--- src/include/dataMem_config.svh ---
`ifndef DATAMEM_CONFIG_SVH
`define DATAMEM_CONFIG_SVH

// byte address seen by the core
`define DM_ADDR_WIDTH 32

// one RV32I word
`define DM_DATA_WIDTH 32

`define DM_DEPTH_WORDS 1024 // word index from addr[11:2]

// bytes per word, one bank each
`define DM_LANES 4

`endif

--- src/source/memAccessPkg.sv ---
`include "dataMem_config.svh"

package memAccessPkg;

	// values are the func3 encodings of the load and store forms
	typedef enum logic [2:0]
	{
		opByte  = 3'd0, // lb and sb
		opHalf  = 3'd1, // lh and sh
		opWord  = 3'd2, // lw and sw
		opByteU = 3'd4, // lbu only
		opHalfU = 3'd5  // lhu only
	} accessOp;

	// one access from the core side, presented every cycle
	typedef struct packed
	{
		logic                      writeEnable; // high for a store
		accessOp                   op;
		logic [`DM_ADDR_WIDTH-1:0] addr;        // byte address
		logic [`DM_DATA_WIDTH-1:0] writeData;   // store data, low aligned
	} memRequest;

endpackage

--- src/source/laneBankPkg.sv ---
`include "dataMem_config.svh"

package laneBankPkg;

	// command for a single byte lane, one per bank
	typedef struct packed
	{
		logic                                writeEnable; // write this lane
		logic [$clog2(`DM_DEPTH_WORDS)-1:0] wordIndex;   // shared by all lanes
		logic [7:0]                          byteData;    // byte already routed to lane
	} laneCommand;

endpackage

--- src/source/storeAligner.sv ---
`timescale 1ns/1ps
`include "dataMem_config.svh"

module storeAligner
(
	input  memAccessPkg::memRequest                req,
	output laneBankPkg::laneCommand [`DM_LANES-1:0] laneCmd,
	output logic                                   misaligned
);

	localparam int indexWidth = $clog2(`DM_DEPTH_WORDS);

	logic [1:0]                offset;
	logic [`DM_LANES-1:0]      laneSel;  // lanes touched by the access
	logic [`DM_LANES-1:0]      laneWe;
	logic [`DM_DATA_WIDTH-1:0] laneData; // store data replicated across lanes
	logic                      storeOk;

	assign offset = req.addr[1:0];

	always_comb
	begin
		misaligned = 1'b0;
		storeOk    = 1'b0;
		laneSel    = '0;
		laneData   = req.writeData;
		case (req.op)
			memAccessPkg::opByte:
			begin
				laneSel  = `DM_LANES'(1) << offset;
				laneData = {`DM_LANES{req.writeData[7:0]}};
				storeOk  = 1'b1; // bytes never cross
			end
			memAccessPkg::opHalf:
			begin
				laneSel  = `DM_LANES'(3) << offset;
				laneData = {(`DM_LANES / 2){req.writeData[15:0]}};
				if (offset[0])
					misaligned = 1'b1;
				else
					storeOk = 1'b1;
			end
			memAccessPkg::opWord:
			begin
				laneSel = {`DM_LANES{1'b1}};
				if (offset != 2'd0)
					misaligned = 1'b1;
				else
					storeOk = 1'b1;
			end
			memAccessPkg::opHalfU:
				misaligned = offset[0]; // lhu faults like lh
			default:; // lbu and unused codes store nothing
		endcase

		laneWe = (req.writeEnable && storeOk) ? laneSel : '0;
	end

	for (genvar i = 0; i < `DM_LANES; i++)
	begin : laneGen
		assign laneCmd[i].writeEnable = laneWe[i];
		assign laneCmd[i].wordIndex   = req.addr[indexWidth + 1:2];
		assign laneCmd[i].byteData    = laneData[8 * i +: 8]; // byte i of the word
	end

	// a faulting access must leave every bank untouched
	always_comb
	begin
		for (int i = 0; i < `DM_LANES; i++)
		begin
			assert (!(misaligned && laneCmd[i].writeEnable))
			else
				$error("storeAligner: lane %0d written during misaligned access", i);
		end
	end

endmodule

--- config.mk ---
export PLATFORM = sky130hd
export DESIGN_NAME = storeAligner
export DESIGN_NICKNAME = d
export VERILOG_FILES = /design/src/source/memAccessPkg.sv /design/src/source/laneBankPkg.sv /design/src/source/storeAligner.sv
export VERILOG_INCLUDE_DIRS = /design/src /design/src/include
export SDC_FILE = /design/constraint.sdc
export NUM_CORES = 1
export LEC_CHECK = 0
export ABC_AREA = 1
export BUFFER_PORTS_ARGS = -buffer_cell sky130_fd_sc_hd__buf_4
export CAP_MARGIN = 10
export CORE_ASPECT_RATIO = 2
export CORE_UTILIZATION = 29
export DETAILED_ROUTE_END_ITERATION = 6
export GPL_ROUTABILITY_DRIVEN = 1
export PLACE_DENSITY = 0.89
export SETUP_SLACK_MARGIN = 0.3
export SLEW_MARGIN = 20
export SYNTH_ARGS = -nofsm -noshare
export SYNTH_HDL_FRONTEND = slang
export SYNTH_SLANG_ARGS = --single-unit
--- constraint.sdc ---
create_clock -name vclk -period 0.9
set_clock_uncertainty 0.05 [all_clocks]
set_input_delay 0.09 -clock vclk [all_inputs]
set_output_delay 0.09 -clock vclk [all_outputs]
set_load 0.01 [all_outputs]
==> results.sh <==
export IMPL_comb_power_share=1.000
export IMPL_end_kind="output pin"
export IMPL_worstPathRequired_ns=0.76
export IMPL_sw_frac_of_total=0.458
export IMPL_area_delta_synth_final_pct=90.9
export IMPL_p_leak_nw=0.906
export IMPL_finalNonFillerCells=224
export IMPL_slew_viol_final=0
export IMPL_status="finished, violations left"
export IMPL_final_common_cell="buf_4"
export IMPL_cpMostUsedCell="nand2_4"
export IMPL_crit_chain="buf_8 > inv_6 > nand2_4 > nor2_4 > buf_12 > nand2_4 > o211ai_1 > buf_4"
export IMPL_met2_usage=0.377
export IMPL_grtUsageTotal=0.188
export IMPL_met1_usage=0.158
export IMPL_top_usage_layer="met2"
export IMPL_drtPass1Iterations=4
export IMPL_path_buf_inv=4
export IMPL_yosys_area_top_type="buf_4"
export IMPL_fin_crit_ns=1.06
export IMPL_synthesis_nets=224
export IMPL_hold_worst_slack_ns=0.130
export IMPL_grt_pass1_wl_microns=4450
export IMPL_die_x_microns=40.3
export IMPL_syn_avg_cell_area_sq_um=5.45
export IMPL_drc=0
export IMPL_cp_slowest_stage_delay_ns=0.16
export IMPL_gp_congestion=0.726
export IMPL_synth_top_cell_area_share=0.424
export IMPL_dieArea_sq_um=3170
export IMPL_io_pins=145
export IMPL_seq_area_frac_synth=0
export IMPL_max_freq_ghz=0.946
export IMPL_fin_nets=265
export IMPL_yosysUniqueCellTypes=15
export IMPL_fin_crit_sh=1.17
export IMPL_antenna_found_initial=0
export IMPL_grt_pass1_vias=1050
export IMPL_final_hold_violation_count=0
export IMPL_seqPwrFrac=0
export IMPL_violations="setup timing"
export IMPL_row_count=27
export IMPL_dr_total_vias=1063
export IMPL_worstPathArrival_ns=0.92
export IMPL_avgRoutedWirePerCell_microns=13.4
export IMPL_final_cell_mix="buf_4, nand2_2, buf_6"
export IMPL_crit_type="primary input to output pin"
export IMPL_fin_total_pwr_uw=840
export IMPL_die_y_microns=78.6
export IMPL_seq_cells=0
export IMPL_worstMarginPinSlew_ns=0.200
export IMPL_clkbuf_count=0
export IMPL_netlist_area_sq_um=851
export IMPL_critPathLaunchType="primary input"
export IMPL_drtIter0Drc=13
export IMPL_vdd_drop_max_uv=255
export IMPL_wl_microns=3000
export IMPL_portBuffers=75
export IMPL_slew_limit_headroom=0.866
export IMPL_power_switching_uw=385
export IMPL_hold_buffers=0
export IMPL_met3_usage=0.0141
export IMPL_synth_cells=156
export IMPL_crit_slowest_cell="buf_12"
export IMPL_cap_violations=0
export IMPL_rsz0062_at_grt="true"
export IMPL_globalRouteOverflowTotal=0
export IMPL_cp_top_family="buffers and inverters"
export IMPL_ant_nets=0
export IMPL_hold_path_class="primary input to output pin"
export IMPL_core_sq_um=2770
export IMPL_initial_core_util=0.307
export IMPL_insertedDiodeCount=0
export IMPL_ys_warn_count=0
export IMPL_regArea_sq_um=0
export IMPL_finalSetupViolCount=29
export IMPL_dp_hpwl_microns=2270
export IMPL_crit_fanout=8
export IMPL_ys_top_cells_by_area="buf_4, nand2_1, inv_1"
export IMPL_clkPwrFrac=0
export IMPL_drive_above_1_share=0.810
export IMPL_grt_max_degree=9
export IMPL_viasPerCell=4.75
export IMPL_p_per_area_nw_per_um2=517
export IMPL_dpl_cell_count=219
export IMPL_p_int_uw=455
export IMPL_layout_setup_ws_ns=-0.157
-- synth_stat cells --
| cell | n |
|---|---|
| nor2_4 | 1 |
| nand3_1 | 4 |
| buf_6 | 3 |
| nand2_1 | 55 |
| buf_4 | 48 |
| inv_1 | 12 |
| nand2_4 | 1 |
| o21ai_1 | 4 |
| a21oi_1 | 3 |
| o21ai_0 | 5 |
| o211ai_1 | 6 |
| nor2_2 | 1 |
| buf_2 | 2 |
| inv_2 | 1 |
| nor2_1 | 10 |
-- power by group through the flow --
stage	Clock (mW)	Combinational (mW)	Sequential, mW
final	0	0.840	0
after global routing	0	0.903	0
after CTS	0	0.787	0
after detailed placement	0	0.684	0
after global placement	0	0.674	0
after floorplan	0	0.506	0
-- metal layers --
metal	up-vias	share of wire
met2	46	0.61
met3	23	0.075
met4	0	0.047
met5	-	0
met1	482	0.27
li1	512	-
-- per-stage QoR --
step	cell area, sq um	setup TNS, ns	setup WS [ns]	util
finish	1620	-2.97	-0.157	0.586
global route	1620	-4.45	-0.203	0.586
CTS	1520	-2.97	-0.148	0.547
detailed placement	1320	-4.25	-0.225	0.476
global placement	1320	-3.82	-0.203	0.476
floorplan	1020	0	0.0697	-
-- path summary, 6_finish.rpt --
path | to | slack (ns) | from | cells after the start
max | laneCmd[59] | -0.16 | req[65] | 8
min | laneCmd[51] | 0.13 | req[39] | 0
-- cell families after synthesis --
group | Yosys count | share of synthesized area
AO/OA/AOI/OAI | 18 | 0.124
AND/OR/NAND/NOR | 72 | 0.344
buffers and inverters | 66 | 0.532
-- timing repair --
action / in CTS / in global routing
setup buffers: 4 / 1
gates resized for setup: 49 / 29
setup endpoints to repair: 29 / 29
pin swaps: 14 / 6
-- layout make-up --
class | instances | area, sq um
multi-input combinational | 90 | 689
inverter | 13 | 56.3
timing repair buffer | 92 | 842
tap | 29 | 36.3
fill | 255 | 1150
Note: power is estimated with default switching activity, not from simulation.
