[config.mk]
export PLATFORM = sky130hd
export DESIGN_NAME = loadExtractor
export DESIGN_NICKNAME = d
export VERILOG_FILES = /design/src/source/memAccessPkg.sv /design/src/source/loadExtractor.sv
export VERILOG_INCLUDE_DIRS = /design/src /design/src/include
export SDC_FILE = /design/constraint.sdc
export NUM_CORES = 1
export LEC_CHECK = 0
export BUFFER_PORTS_ARGS = -buffer_cell sky130_fd_sc_hd__clkbuf_2
export CORE_MARGIN = 2
export CORE_UTILIZATION = 40
export CTS_BUF_LIST = sky130_fd_sc_hd__clkbuf_16
export CTS_CLUSTER_DIAMETER = 80
export DETAILED_ROUTE_END_ITERATION = 8
export HOLD_SLACK_MARGIN = 0.02
export PLACE_DENSITY = 0.91
export SLEW_MARGIN = 20
export SYNTH_ARGS = -nofsm -noshare
export SYNTH_HDL_FRONTEND = slang
export SYNTH_SLANG_ARGS = --single-unit
[constraint.sdc]
create_clock -name clk -period 2.4 [get_ports clk]
set_input_delay 0.48 -clock clk [delete_from_list [all_inputs] [get_ports clk]]
set_output_delay 0.48 -clock clk [all_outputs]
set_load 0.005 [all_outputs]
[src/include/dataMem_config.svh]
`ifndef DATAMEM_CONFIG_SVH
`define DATAMEM_CONFIG_SVH

// byte address seen by the core
`define DM_ADDR_WIDTH 32

// one RV32I word
`define DM_DATA_WIDTH 32

`define DM_DEPTH_WORDS 1024 // word index from addr[11:2]

// bytes per word, one bank each
`define DM_LANES 4

`endif

[src/source/memAccessPkg.sv]
`include "dataMem_config.svh"

package memAccessPkg;

	// values are the func3 encodings of the load and store forms
	typedef enum logic [2:0]
	{
		opByte  = 3'd0, // lb and sb
		opHalf  = 3'd1, // lh and sh
		opWord  = 3'd2, // lw and sw
		opByteU = 3'd4, // lbu only
		opHalfU = 3'd5  // lhu only
	} accessOp;

	// one access from the core side, presented every cycle
	typedef struct packed
	{
		logic                      writeEnable; // high for a store
		accessOp                   op;
		logic [`DM_ADDR_WIDTH-1:0] addr;        // byte address
		logic [`DM_DATA_WIDTH-1:0] writeData;   // store data, low aligned
	} memRequest;

endpackage

[src/source/loadExtractor.sv]
`timescale 1ns/1ps
`include "dataMem_config.svh"

module loadExtractor
(
	input  logic                      clk,
	input  logic                      rstN,
	input  memAccessPkg::accessOp     op,
	input  logic [1:0]                offset,
	input  logic                      misaligned,
	input  logic [`DM_DATA_WIDTH-1:0] laneBytes,
	output logic [`DM_DATA_WIDTH-1:0] readData,
	output logic                      readFault
);

	memAccessPkg::accessOp     opReg;
	logic [1:0]                offsetReg;
	logic                      faultReg;
	logic [`DM_DATA_WIDTH-1:0] shifted; // addressed byte moved to bit 0

	// line up with the lane bytes the banks register on the same edge
	always_ff @(posedge clk)
	begin
		if (!rstN)
		begin
			opReg     <= memAccessPkg::opByte;
			offsetReg <= '0;
			faultReg  <= 1'b0;
		end
		else
		begin
			opReg     <= op;
			offsetReg <= offset;
			faultReg  <= misaligned;
		end
	end

	assign shifted = laneBytes >> {offsetReg, 3'b000};

	always_comb
	begin
		readData = '0; // faults and unused codes read as zero
		if (!faultReg)
		begin
			case (opReg)
				memAccessPkg::opByte:  readData = {{(`DM_DATA_WIDTH - 8){shifted[7]}}, shifted[7:0]};
				memAccessPkg::opHalf:  readData = {{(`DM_DATA_WIDTH - 16){shifted[15]}}, shifted[15:0]};
				memAccessPkg::opWord:  readData = laneBytes;
				memAccessPkg::opByteU: readData = {{(`DM_DATA_WIDTH - 8){1'b0}}, shifted[7:0]};
				memAccessPkg::opHalfU: readData = {{(`DM_DATA_WIDTH - 16){1'b0}}, shifted[15:0]};
				default:;
			endcase
		end
	end

	assign readFault = faultReg;

	// func3 values 3, 6 and 7 have no load form
	assert property (@(posedge clk) disable iff (!rstN)
		opReg inside {memAccessPkg::opByte, memAccessPkg::opHalf, memAccessPkg::opWord,
			memAccessPkg::opByteU, memAccessPkg::opHalfU})
	else
		$error("loadExtractor: illegal access opcode %0d", opReg);

endmodule

==> impl_metrics.yaml, run 1 <==
global_route:
  antenna_found_initial: 0
  grt_max_degree: 33
  grt_use_total_pct: 23.7
  grt_pass1_vias: 1173
  grt_pass1_wl_microns: 4900
  overflow: 0
worst_hold_path:
  hold_depth: 2
  timing.hold.worst.start: "offset[0]"
  hold_class: "primary input to flop"
  whs_endpoint: "offsetReg[0]"
power:
  peakVddDrop_mv: 0.810
  powerDensity_nw_per_um2: 462
  power_mw: 0.669
  p_leak_nw: 0.695
finish:
  final_cell_mix: "clkbuf_2 (72), nand2_1 (25), a21oi_1 (25), nor2b_1 (10), mux2i_1 (10)"
  drive_gt1_share_pct: 40.9
  finish.utilization_pct: 64.2
  diodes: 0
  nets: 257
  syn2layout_area_growth_pct: 49.7
  finalInstanceArea_sq_um: 1450
  fin_cells: 243
  final_common_cell: "clkbuf_2"
detailed_routing:
  viasPerCell: 5.66
  drt_wl_total_microns: 3380
  firstDrtPassIters: 4
  vias: 1376
  drt_iter0_markers: 33
  drc: 0
  wl_per_cell_microns: 13.9
  drtAntennaViolNets: 0
placed_design:
  dpl.cell_count: 239
  place_area_sq_um: 1350
  place_hpwl_microns: 2450
  pre_cts_slack_ps: 75.4
  gp_congestion: 0.782
  portBuffers: 72
floorplan:
  initial_core_util_pct: 42.9
  die-area_sq_um: 2830
  coreArea_sq_um: 2250
  die_height_microns: 53.2
  die_x_microns: 53.2
  ios: 73
  rows: 17
synthesis:
  yosysTopAreaCell: "a21oi_1"
  synth_warnings: 0
  syn-num-nets: 188
  synth_top_area_share_pct: 12.9
  synth_area_sq_um: 967
  ys_ff_latch: 6
  synthCells: 148
  syn-mean-instance-area_sq_um: 6.53
  yosysSeqAreaShare_pct: 12.4
  yosys-top-cells-area: "a21oi_1 (13%), dfxtp_1 (12%), mux2i_1 (10%), nand2_1 (9.7%), nor2b_1 (7.1%)"
  synth.distinct_cells: 23
run_status:
  status: "complete, no violations"
timing:
  fmax_ghz: 0.433
  fin_hold_ws_ps: 455
  slew_violations: 0
  min_period_over_period_pct: 96.3
  period_minus_slack_ps: 2310
  hold_viol_final: 0
  fin_ws_ps: 89.9
  finalSetupViolCount: 0
  slew_headroom_pct: 78.5
  worst_slew_pin_slew_ps: 321
  fin_tns_setup_ps: 0
clocking:
  clock_sinks: 6
  path_clk_slew_ps: 30
  numCtsBuffers: 3
  cts_hold_buffers: 0
  clock_path_buffers: 2
  cts_tree: "yes"
  cts-root-buf: "clkbuf_16"
  htree_levels: 1
setup_path:
  crit_required_ps: 1920
  path_class: "flop to output pin"
  cp_data_arrival_time_ps: 1830
  cp_max_fo: 8
  end_kind: "output pin"
  start_kind: "flop"
flow_run:
  drv_cap: 0
repair_timing:
item | in CTS | in global routing
resized for setup | 1 | 4
cloned | 0 | 0
pin swaps | 0 | 1
buffers inserted | 0 | 1
endpoints found under the setup margin | 3 | 20
worst max-delay path, stage by stage, from the launching register on:
cell and delay, ps:
dfxtp_2 330, mux2i_1 160, mux2_2 300, or4_4 490, a21oi_1 190, clkbuf_2 140
final cells by class:
type                    instances  area (sq um)
clock buffers                   3          75.1
inverters                       1          3.75
flip-flops and latches          6           121
well taps                      28          35.0
multi-input cells             125           785
fillers                       223           807
repair buffers                 80           428
synthesized netlist by cell type:
library cell,number
nand3_1,1
a22oi_1,8
mux2_2,1
nand2b_1,3
nor3_2,1
mux2i_1,10
nor2_1,9
nand4_1,1
clkinv_1,1
o2bb2ai_1,7
and2_1,6
buf_6,1
or4_1,1
a21oi_1,25
a211o_1,7
nand2_1,25
o21ai_0,2
nor2b_1,11
buf_2,3
clkbuf_1,10
buf_1,2
dfxtp_1,6
a32oi_1,7
layer usage:
| layer | global-route usage (%) | vias to the layer above | routed length, microns |
|---|---|---|---|
| li1 | - | 676 | - |
| met3 | 5.65 | 6 | 274 |
| met4 | 10.7 | 0 | 53 |
| met5 | 0 | - | 0 |
| met2 | 41.9 | 55 | 1710 |
| met1 | 26.6 | 639 | 1350 |
kinds of logic (layout without fill, tap and decap cells):
group	Yosys count	in the layout	synth area share [%]
AOI/OAI and AO/OA	56	56	39.2
buffers and inverters	17	84	7.76
and+or+nand+nor	58	58	29.1
muxes	11	11	11.5
DFF	6	6	12.4
report_power, final:
| group | internal, mW | leakage (nW) | total, mW | switching, mW |
|---|---|---|---|---|
| Sequential | 0.106 | 0.0503 | 0.114 | 0.00745 |
| Combinational | 0.139 | 0.608 | 0.289 | 0.150 |
| Clock | 0.213 | 0.0370 | 0.266 | 0.0524 |
| Total | 0.459 | 0.695 | 0.669 | 0.210 |
flip-flops by register name, indices dropped and copies added (netlist names):
register and count:
offsetReg 2, opReg 3, readFault 1
how the worst max path moves through the flow:
stage	start	to	slack, ps	cells past startpoint
final	offsetReg[1]	readData[10]	90	5
after global placement	laneBytes[31]	readData[10]	90	6
after floorplan	offsetReg[0]	readData[10]	340	5
after CTS	offsetReg[0]	readData[30]	20	7
after detailed placement	laneBytes[15]	readData[10]	80	6
after global routing	offsetReg[0]	readData[27]	-10	7
Note: power is estimated with default switching activity, not from simulation.
==> run 2, diff against run 1 <==
--- a/config.mk
+++ b/config.mk
@@ -6,14 +6,16 @@
 export SDC_FILE = /design/constraint.sdc
 export NUM_CORES = 1
 export LEC_CHECK = 0
+export ABC_AREA = 1
 export BUFFER_PORTS_ARGS = -buffer_cell sky130_fd_sc_hd__clkbuf_2
+export CORE_ASPECT_RATIO = 2
 export CORE_MARGIN = 2
-export CORE_UTILIZATION = 40
+export CORE_UTILIZATION = 45
 export CTS_BUF_LIST = sky130_fd_sc_hd__clkbuf_16
 export CTS_CLUSTER_DIAMETER = 80
 export DETAILED_ROUTE_END_ITERATION = 8
 export HOLD_SLACK_MARGIN = 0.02
-export PLACE_DENSITY = 0.91
+export PLACE_DENSITY = 0.92
 export SLEW_MARGIN = 20
 export SYNTH_ARGS = -nofsm -noshare
 export SYNTH_HDL_FRONTEND = slang
==> run 2 against run 1 <==
Against the previous run: global-route usage is 0.73 points lower; cell area increased by 22%; sequential power barely moved; non-clock buffer count fell by 1; sequential share of layout area shrank 1.6 points; combinational power up 11%; synthesized cell count is 93% higher; critical path depth up 3; routed wire length grew 15%; die area up 19%; flip-flop and latch count unchanged; critical path type unchanged; highest routed layer unchanged.
==> impl_metrics.yaml, run 2 <==
finish:
  finish.utilization_pct: 63.7
  syn2layout_area_growth_pct: 35.1
  diodes: 0
  nets: 395
  largest_reg_flops: 3
  largest_register: "opReg"
  drive_gt1_share_pct: 26.6
  fin_cells: 382
  final_common_cell: "nand2_1"
  finalInstanceArea_sq_um: 1760
  final_cell_mix: "nand2_1 (129), clkbuf_2 (72), inv_1 (50), nand3_1 (31), nor2_1 (20)"
detailed_routing:
  vias: 1884
  drt_wl_total_microns: 3900
  drt_iter0_markers: 48
  firstDrtPassIters: 4
  drc: 0
  viasPerCell: 4.93
  drtAntennaViolNets: 0
  wl_per_cell_microns: 10.2
clocking:
  clock_path_buffers: 2
  cts_hold_buffers: 0
  cts_tree: "yes"
  cts-root-buf: "clkbuf_16"
  path_clk_slew_ps: 30
  numCtsBuffers: 3
  htree_levels: 1
  clock_sinks: 6
synthesis:
  synth_top_area_share_pct: 37.1
  synth-edff-count: 0
  yosysMostFrequentCell: "nand2_1"
  synth_warnings: 0
  synthCells: 286
  yosys-top-cells-area: "nand2_1 (37%), inv_1 (14%), nand3_1 (12%), dfxtp_1 (9.2%), nor2_1 (5.7%)"
  yosysSeqAreaShare_pct: 9.20
  synth_area_sq_um: 1310
  async_flop_share_pct: 0
  syn-mean-instance-area_sq_um: 4.57
  yosysTopAreaCell: "nand2_1"
  synth.distinct_cells: 19
  synthFlopType: "dfxtp_1"
  syn-num-nets: 326
  ys_ff_latch: 6
  synth_commonest_cells: "nand2_1 (129), inv_1 (50), nand3_1 (31)"
placed_design:
  dpl.cell_count: 379
  gp_congestion: 0.876
  place_area_sq_um: 1680
  place_hpwl_microns: 3120
  portBuffers: 72
timing:
  worst_slew_pin_slew_ps: 647
  period_minus_slack_ps: 2230
  min_period_over_period_pct: 93.1
  finalSetupViolCount: 0
  fin_tns_setup_ps: 0
  fmax_ghz: 0.448
  slew_violations: 0
  grt_setup_unrepaired: "no"
  hold_viol_final: 0
  slew_headroom_pct: 56.8
floorplan:
  die-area_sq_um: 3380
  initial_core_util_pct: 47.2
  ios: 73
  rows: 27
  die_x_microns: 42.1
  coreArea_sq_um: 2770
  die_height_microns: 80.2
worst_hold_path:
  timing.hold.worst.start: "offset[1]"
  hold_class: "primary input to flop"
setup_path:
  crit_required_ps: 1920
  path_class: "flop to output pin"
  cp_data_arrival_time_ps: 1750
  end_kind: "output pin"
  cp_max_fo: 19
  start_kind: "flop"
  crit_path_start: "opReg[0]"
global_route:
  antenna_found_initial: 0
  overflow: 0
  grt_pass1_wl_microns: 6380
  grt_max_degree: 25
  grt_use_total_pct: 23.0
  grt_pass1_vias: 1644
power:
  p_leak_nw: 1.28
  peakVddDrop_mv: 0.527
  powerDensity_nw_per_um2: 401
flow_run:
  drv_cap: 0
run_status:
  status: "complete, no violations"
run 2: cell count changes after synthesis, moves of 8 or more:
| cell | change |
|---|---|
| nor2b_1 | -11 |
| o21ai_0 | +10 |
| mux2i_1 | -10 |
| a22oi_1 | -8 |
| a21oi_1 | -17 |
| nand2_1 | +104 |
| nor2_1 | +11 |
| inv_1 | +50 |
| nand3_1 | +30 |
run 2: worst max-delay path, cell delays in order (launching register included):
cell	delay, ps
dfxtp_1	300
or2_2	310
nor2_2	330
buf_12	200
nand2_1	70
nand3_1	90
nand2_1	50
inv_1	70
clkbuf_2	100
run 2: final timing paths:
check | end | slack [ps] | depth (start not counted)
min | offsetReg[1] | 440 | 3
max | readData[9] | 170 | 8
run 2: area by class of cell:
type	instances	area (sq um)
multi-input cells	212	908
repair buffers	79	425
well taps	29	36.3
inverters	53	199
flip-flops and latches	6	120
fillers	276	1010
clock buffers	3	75.1
run 2: what timing repair did:
action	in CTS	in global routing
gates resized for setup	0	1
setup buffers	0	0
endpoints found under the hold margin	0	0
endpoints found under the setup margin	0	2
run 2: cells by family after synthesis:
kind of cell	synth area share, %
AND/OR/NAND/NOR	60.3
buffers and inverters	21.6
AO/OA/AOI/OAI	8.81
flip-flops	9.20
run 2: power by group:
| part | switching [mW] | internal [mW] |
|---|---|---|
| Combinational | 0.183 | 0.139 |
| Sequential | 0.00536 | 0.106 |
| Clock | 0.0589 | 0.214 |
| Total | 0.248 | 0.459 |
run 2: per-layer routing:
metal | up-vias | routed length, microns | track usage [%]
met4 | 0 | 91 | 10.3
met2 | 89 | 2180 | 46.3
met1 | 797 | 1390 | 23.0
li1 | 986 | - | -
met5 | - | 0 | 0
met3 | 12 | 247 | 1.35
run 2: per-stage QoR:
| stage | setup slack [ps] | hold slack (ps) | total power, mW |
|---|---|---|---|
| floorplan | 727 | 573 | 0.305 |
| global placement | 424 | 662 | 0.426 |
| detailed placement | 401 | 664 | 0.432 |
| CTS | 167 | 436 | 0.708 |
| global route | 31.3 | 448 | 0.762 |
| finish | 167 | 438 | 0.707 |
==> run 3, diff against run 2 <==
--- a/config.mk
+++ b/config.mk
@@ -10,12 +10,12 @@
 export BUFFER_PORTS_ARGS = -buffer_cell sky130_fd_sc_hd__clkbuf_2
 export CORE_ASPECT_RATIO = 2
 export CORE_MARGIN = 2
-export CORE_UTILIZATION = 45
+export CORE_UTILIZATION = 41
 export CTS_BUF_LIST = sky130_fd_sc_hd__clkbuf_16
 export CTS_CLUSTER_DIAMETER = 80
 export DETAILED_ROUTE_END_ITERATION = 8
 export HOLD_SLACK_MARGIN = 0.02
-export PLACE_DENSITY = 0.92
+export PLACE_DENSITY = 0.89
 export SLEW_MARGIN = 20
 export SYNTH_ARGS = -nofsm -noshare
 export SYNTH_HDL_FRONTEND = slang
==> constraint.sdc (replaced) <==
create_clock -name clk -period 1.9 [get_ports clk]
set_input_delay 0.38 -clock clk [delete_from_list [all_inputs] [get_ports clk]]
set_output_delay 0.38 -clock clk [all_outputs]
set_load 0.005 [all_outputs]
==> run 3 against run 2 <==
Against the previous run: the flow now finishes with violations (setup timing); worst hold slack worse by 100 ps; non-clock buffer count is 6 higher; global-route usage is 1.1 points lower; power is 36% higher; worst setup slack worse by 170 ps; cell area is 16% higher; combinational power is 50% higher; largest cell class unchanged; largest power group unchanged.
==> impl_metrics.yaml, run 3 (synthesized netlist as in run 2, its figures left out) <==
clocking:
  cts_tree: "yes"
  clock_sinks: 6
  clock_path_buffers: 2
  path_clk_slew_ps: 30
  numCtsBuffers: 3
  htree_levels: 1
  cts-root-buf: "clkbuf_16"
finish:
  syn2layout_area_growth_pct: 56.4
  drive_gt1_share_pct: 38.3
  largest_reg_flops: 3
  largest_register: "opReg"
  diodes: 0
  nets: 402
  final_cell_mix: "nand2_1 (112), clkbuf_2 (62), inv_1 (50), nand3_1 (21), nor2_1 (19)"
  n_fill_cell: 271
  finalInstanceArea_sq_um: 2040
  final_common_cell: "nand2_1"
power:
  peakVddDrop_mv: 0.925
  p_leak_nw: 1.43
  powerDensity_nw_per_um2: 471
setup_path:
  cp_data_arrival_time_ps: 1520
  cpMostUsedCell: "nand2_1"
  crit_required_ps: 1520
  cp_max_fo: 6
  path_cells: "or2_4 -> nor2_4 -> buf_12 -> clkbuf_16 -> nand2_1 -> nand3_2 -> nand2_1 -> inv_1 -> clkbuf_2"
  slowest_stage: "dfxtp_2"
  end_kind: "output pin"
  start_kind: "flop"
  path_class: "flop to output pin"
  slowest_delay_ps: 310
floorplan:
  coreArea_sq_um: 3120
  rows: 29
  die-area_sq_um: 3680
  initial_core_util_pct: 41.9
  die_height_microns: 83.8
  ios: 73
  die_x_microns: 43.9
detailed_routing:
  drt_wl_total_microns: 4450
  viasPerCell: 5.05
  vias: 1974
  drc: 0
  drt_iter0_markers: 59
  firstDrtPassIters: 4
  wl_per_cell_microns: 11.4
  drtAntennaViolNets: 0
placed_design:
  place_area_sq_um: 1700
  place_hpwl_microns: 3040
  portBuffers: 72
  gp_congestion: 0.874
timing:
  slew_violations: 0
  fmax_ghz: 0.526
  slew_headroom_pct: 81.9
  fin_tns_setup_ps: -2.00
  hold_viol_final: 0
  grt_setup_unrepaired: "yes"
  worst_slew_pin_slew_ps: 271
  fin_hold_ws_ps: 335
  min_period_over_period_pct: 100
  fin_ws_ps: -2.00
  period_minus_slack_ps: 1900
  finalSetupViolCount: 1
global_route:
  gr-usage-met3_pct: 1.52
  top_usage_layer: "met2"
  grt_pass1_vias: 1731
  grt_pass1_wl_microns: 6640
  grt_max_degree: 26
  met2_usage_pct: 39.4
  overflow: 0
  grt_use_total_pct: 21.8
  grt_use_met1_pct: 23.4
  antenna_found_initial: 0
run_status:
  status: "finished with violations"
  violations: "setup timing"
worst_hold_path:
  hold_class: "primary input to flop"
  hold_depth: 3
  whs_endpoint: "opReg[0]"
  timing.hold.worst.start: "op[0]"
flow_run:
  drv_cap: 0
[run 3: cell types whose count changed in the layout (fill, tap and decap cells not counted), moves of 4 or more]
cell	previous run	this run
nand2_1	129	112
nand2_2	3	17
buf_2	0	10
clkbuf_2	72	62
nand3_1	31	21
nand3_2	3	13
a21oi_1	8	3
a21oi_2	0	5
nand2_4	1	5
[run 3: what timing repair did]
item | in CTS | in global routing
buffers inserted | 0 | 1
pin swaps | 2 | 10
endpoints found under the setup margin | 32 | 32
gates cloned | 1 | 3
resized for setup | 9 | 53
hold buffers | 0 | 0
[run 3: power by group]
group          switching, mW  total (mW)  internal (mW)
combinational          0.270       0.484          0.213
sequential           0.00836       0.142          0.134
clock                 0.0670       0.337          0.270
total                  0.346       0.963          0.617
[run 3: worst max-delay path by stage]
stage / from / end
2_1_floorplan: offsetReg[1] / readData[21]
3_3_place_gp: offsetReg[0] / readData[16]
3_5_place_dp: offsetReg[0] / readData[17]
4_1_cts: offsetReg[0] / readData[17]
5_1_grt: opReg[2] / readData[13]
6_report: opReg[2] / readData[27]
[run 3: layout make-up]
| class | count | area, sq um | share of cell area (%) |
|---|---|---|---|
| Timing Repair Buffer | 85 | 541 | 26.5 |
| Inverter | 53 | 201 | 9.86 |
| Tap cell | 31 | 38.8 | 1.90 |
| Clock buffer | 3 | 75.1 | 3.67 |
| Sequential cell | 6 | 126 | 6.18 |
| Multi-Input combinational cell | 213 | 1060 | 51.9 |
[run 3: per-layer routing]
layer,share of wire [%],wire length (microns),up-vias
li1,-,-,1001
met1,37,1630,872
met2,54,2410,83
met3,5.1,228,18
met4,3.8,171,0
met5,0,0,-
[run 3: through the flow]
| stage | utilization, % | instances | setup slack, ps | total power [mW] |
|---|---|---|---|---|
| 6_report | 65.5 | 391 | -2.00 | 0.963 |
| 5_1_grt | 65.5 | 391 | -68.8 | 1.04 |
| 4_1_cts | 58.3 | 387 | 2.51 | 0.907 |
| 3_5_place_dp | 54.5 | 383 | 73.7 | 0.549 |
| 3_3_place_gp | 54.5 | 383 | 120 | 0.541 |
| 2_1_floorplan | - | 286 | 327 | 0.385 |
[run 3: worst max-delay path: cells and delay by family, from the launching register on]
| kind | cells | cell delay, ps |
|---|---|---|
| buffers and inverters | 4 | 430 |
| flip-flops | 1 | 310 |
| AND/OR/NAND/NOR | 5 | 560 |
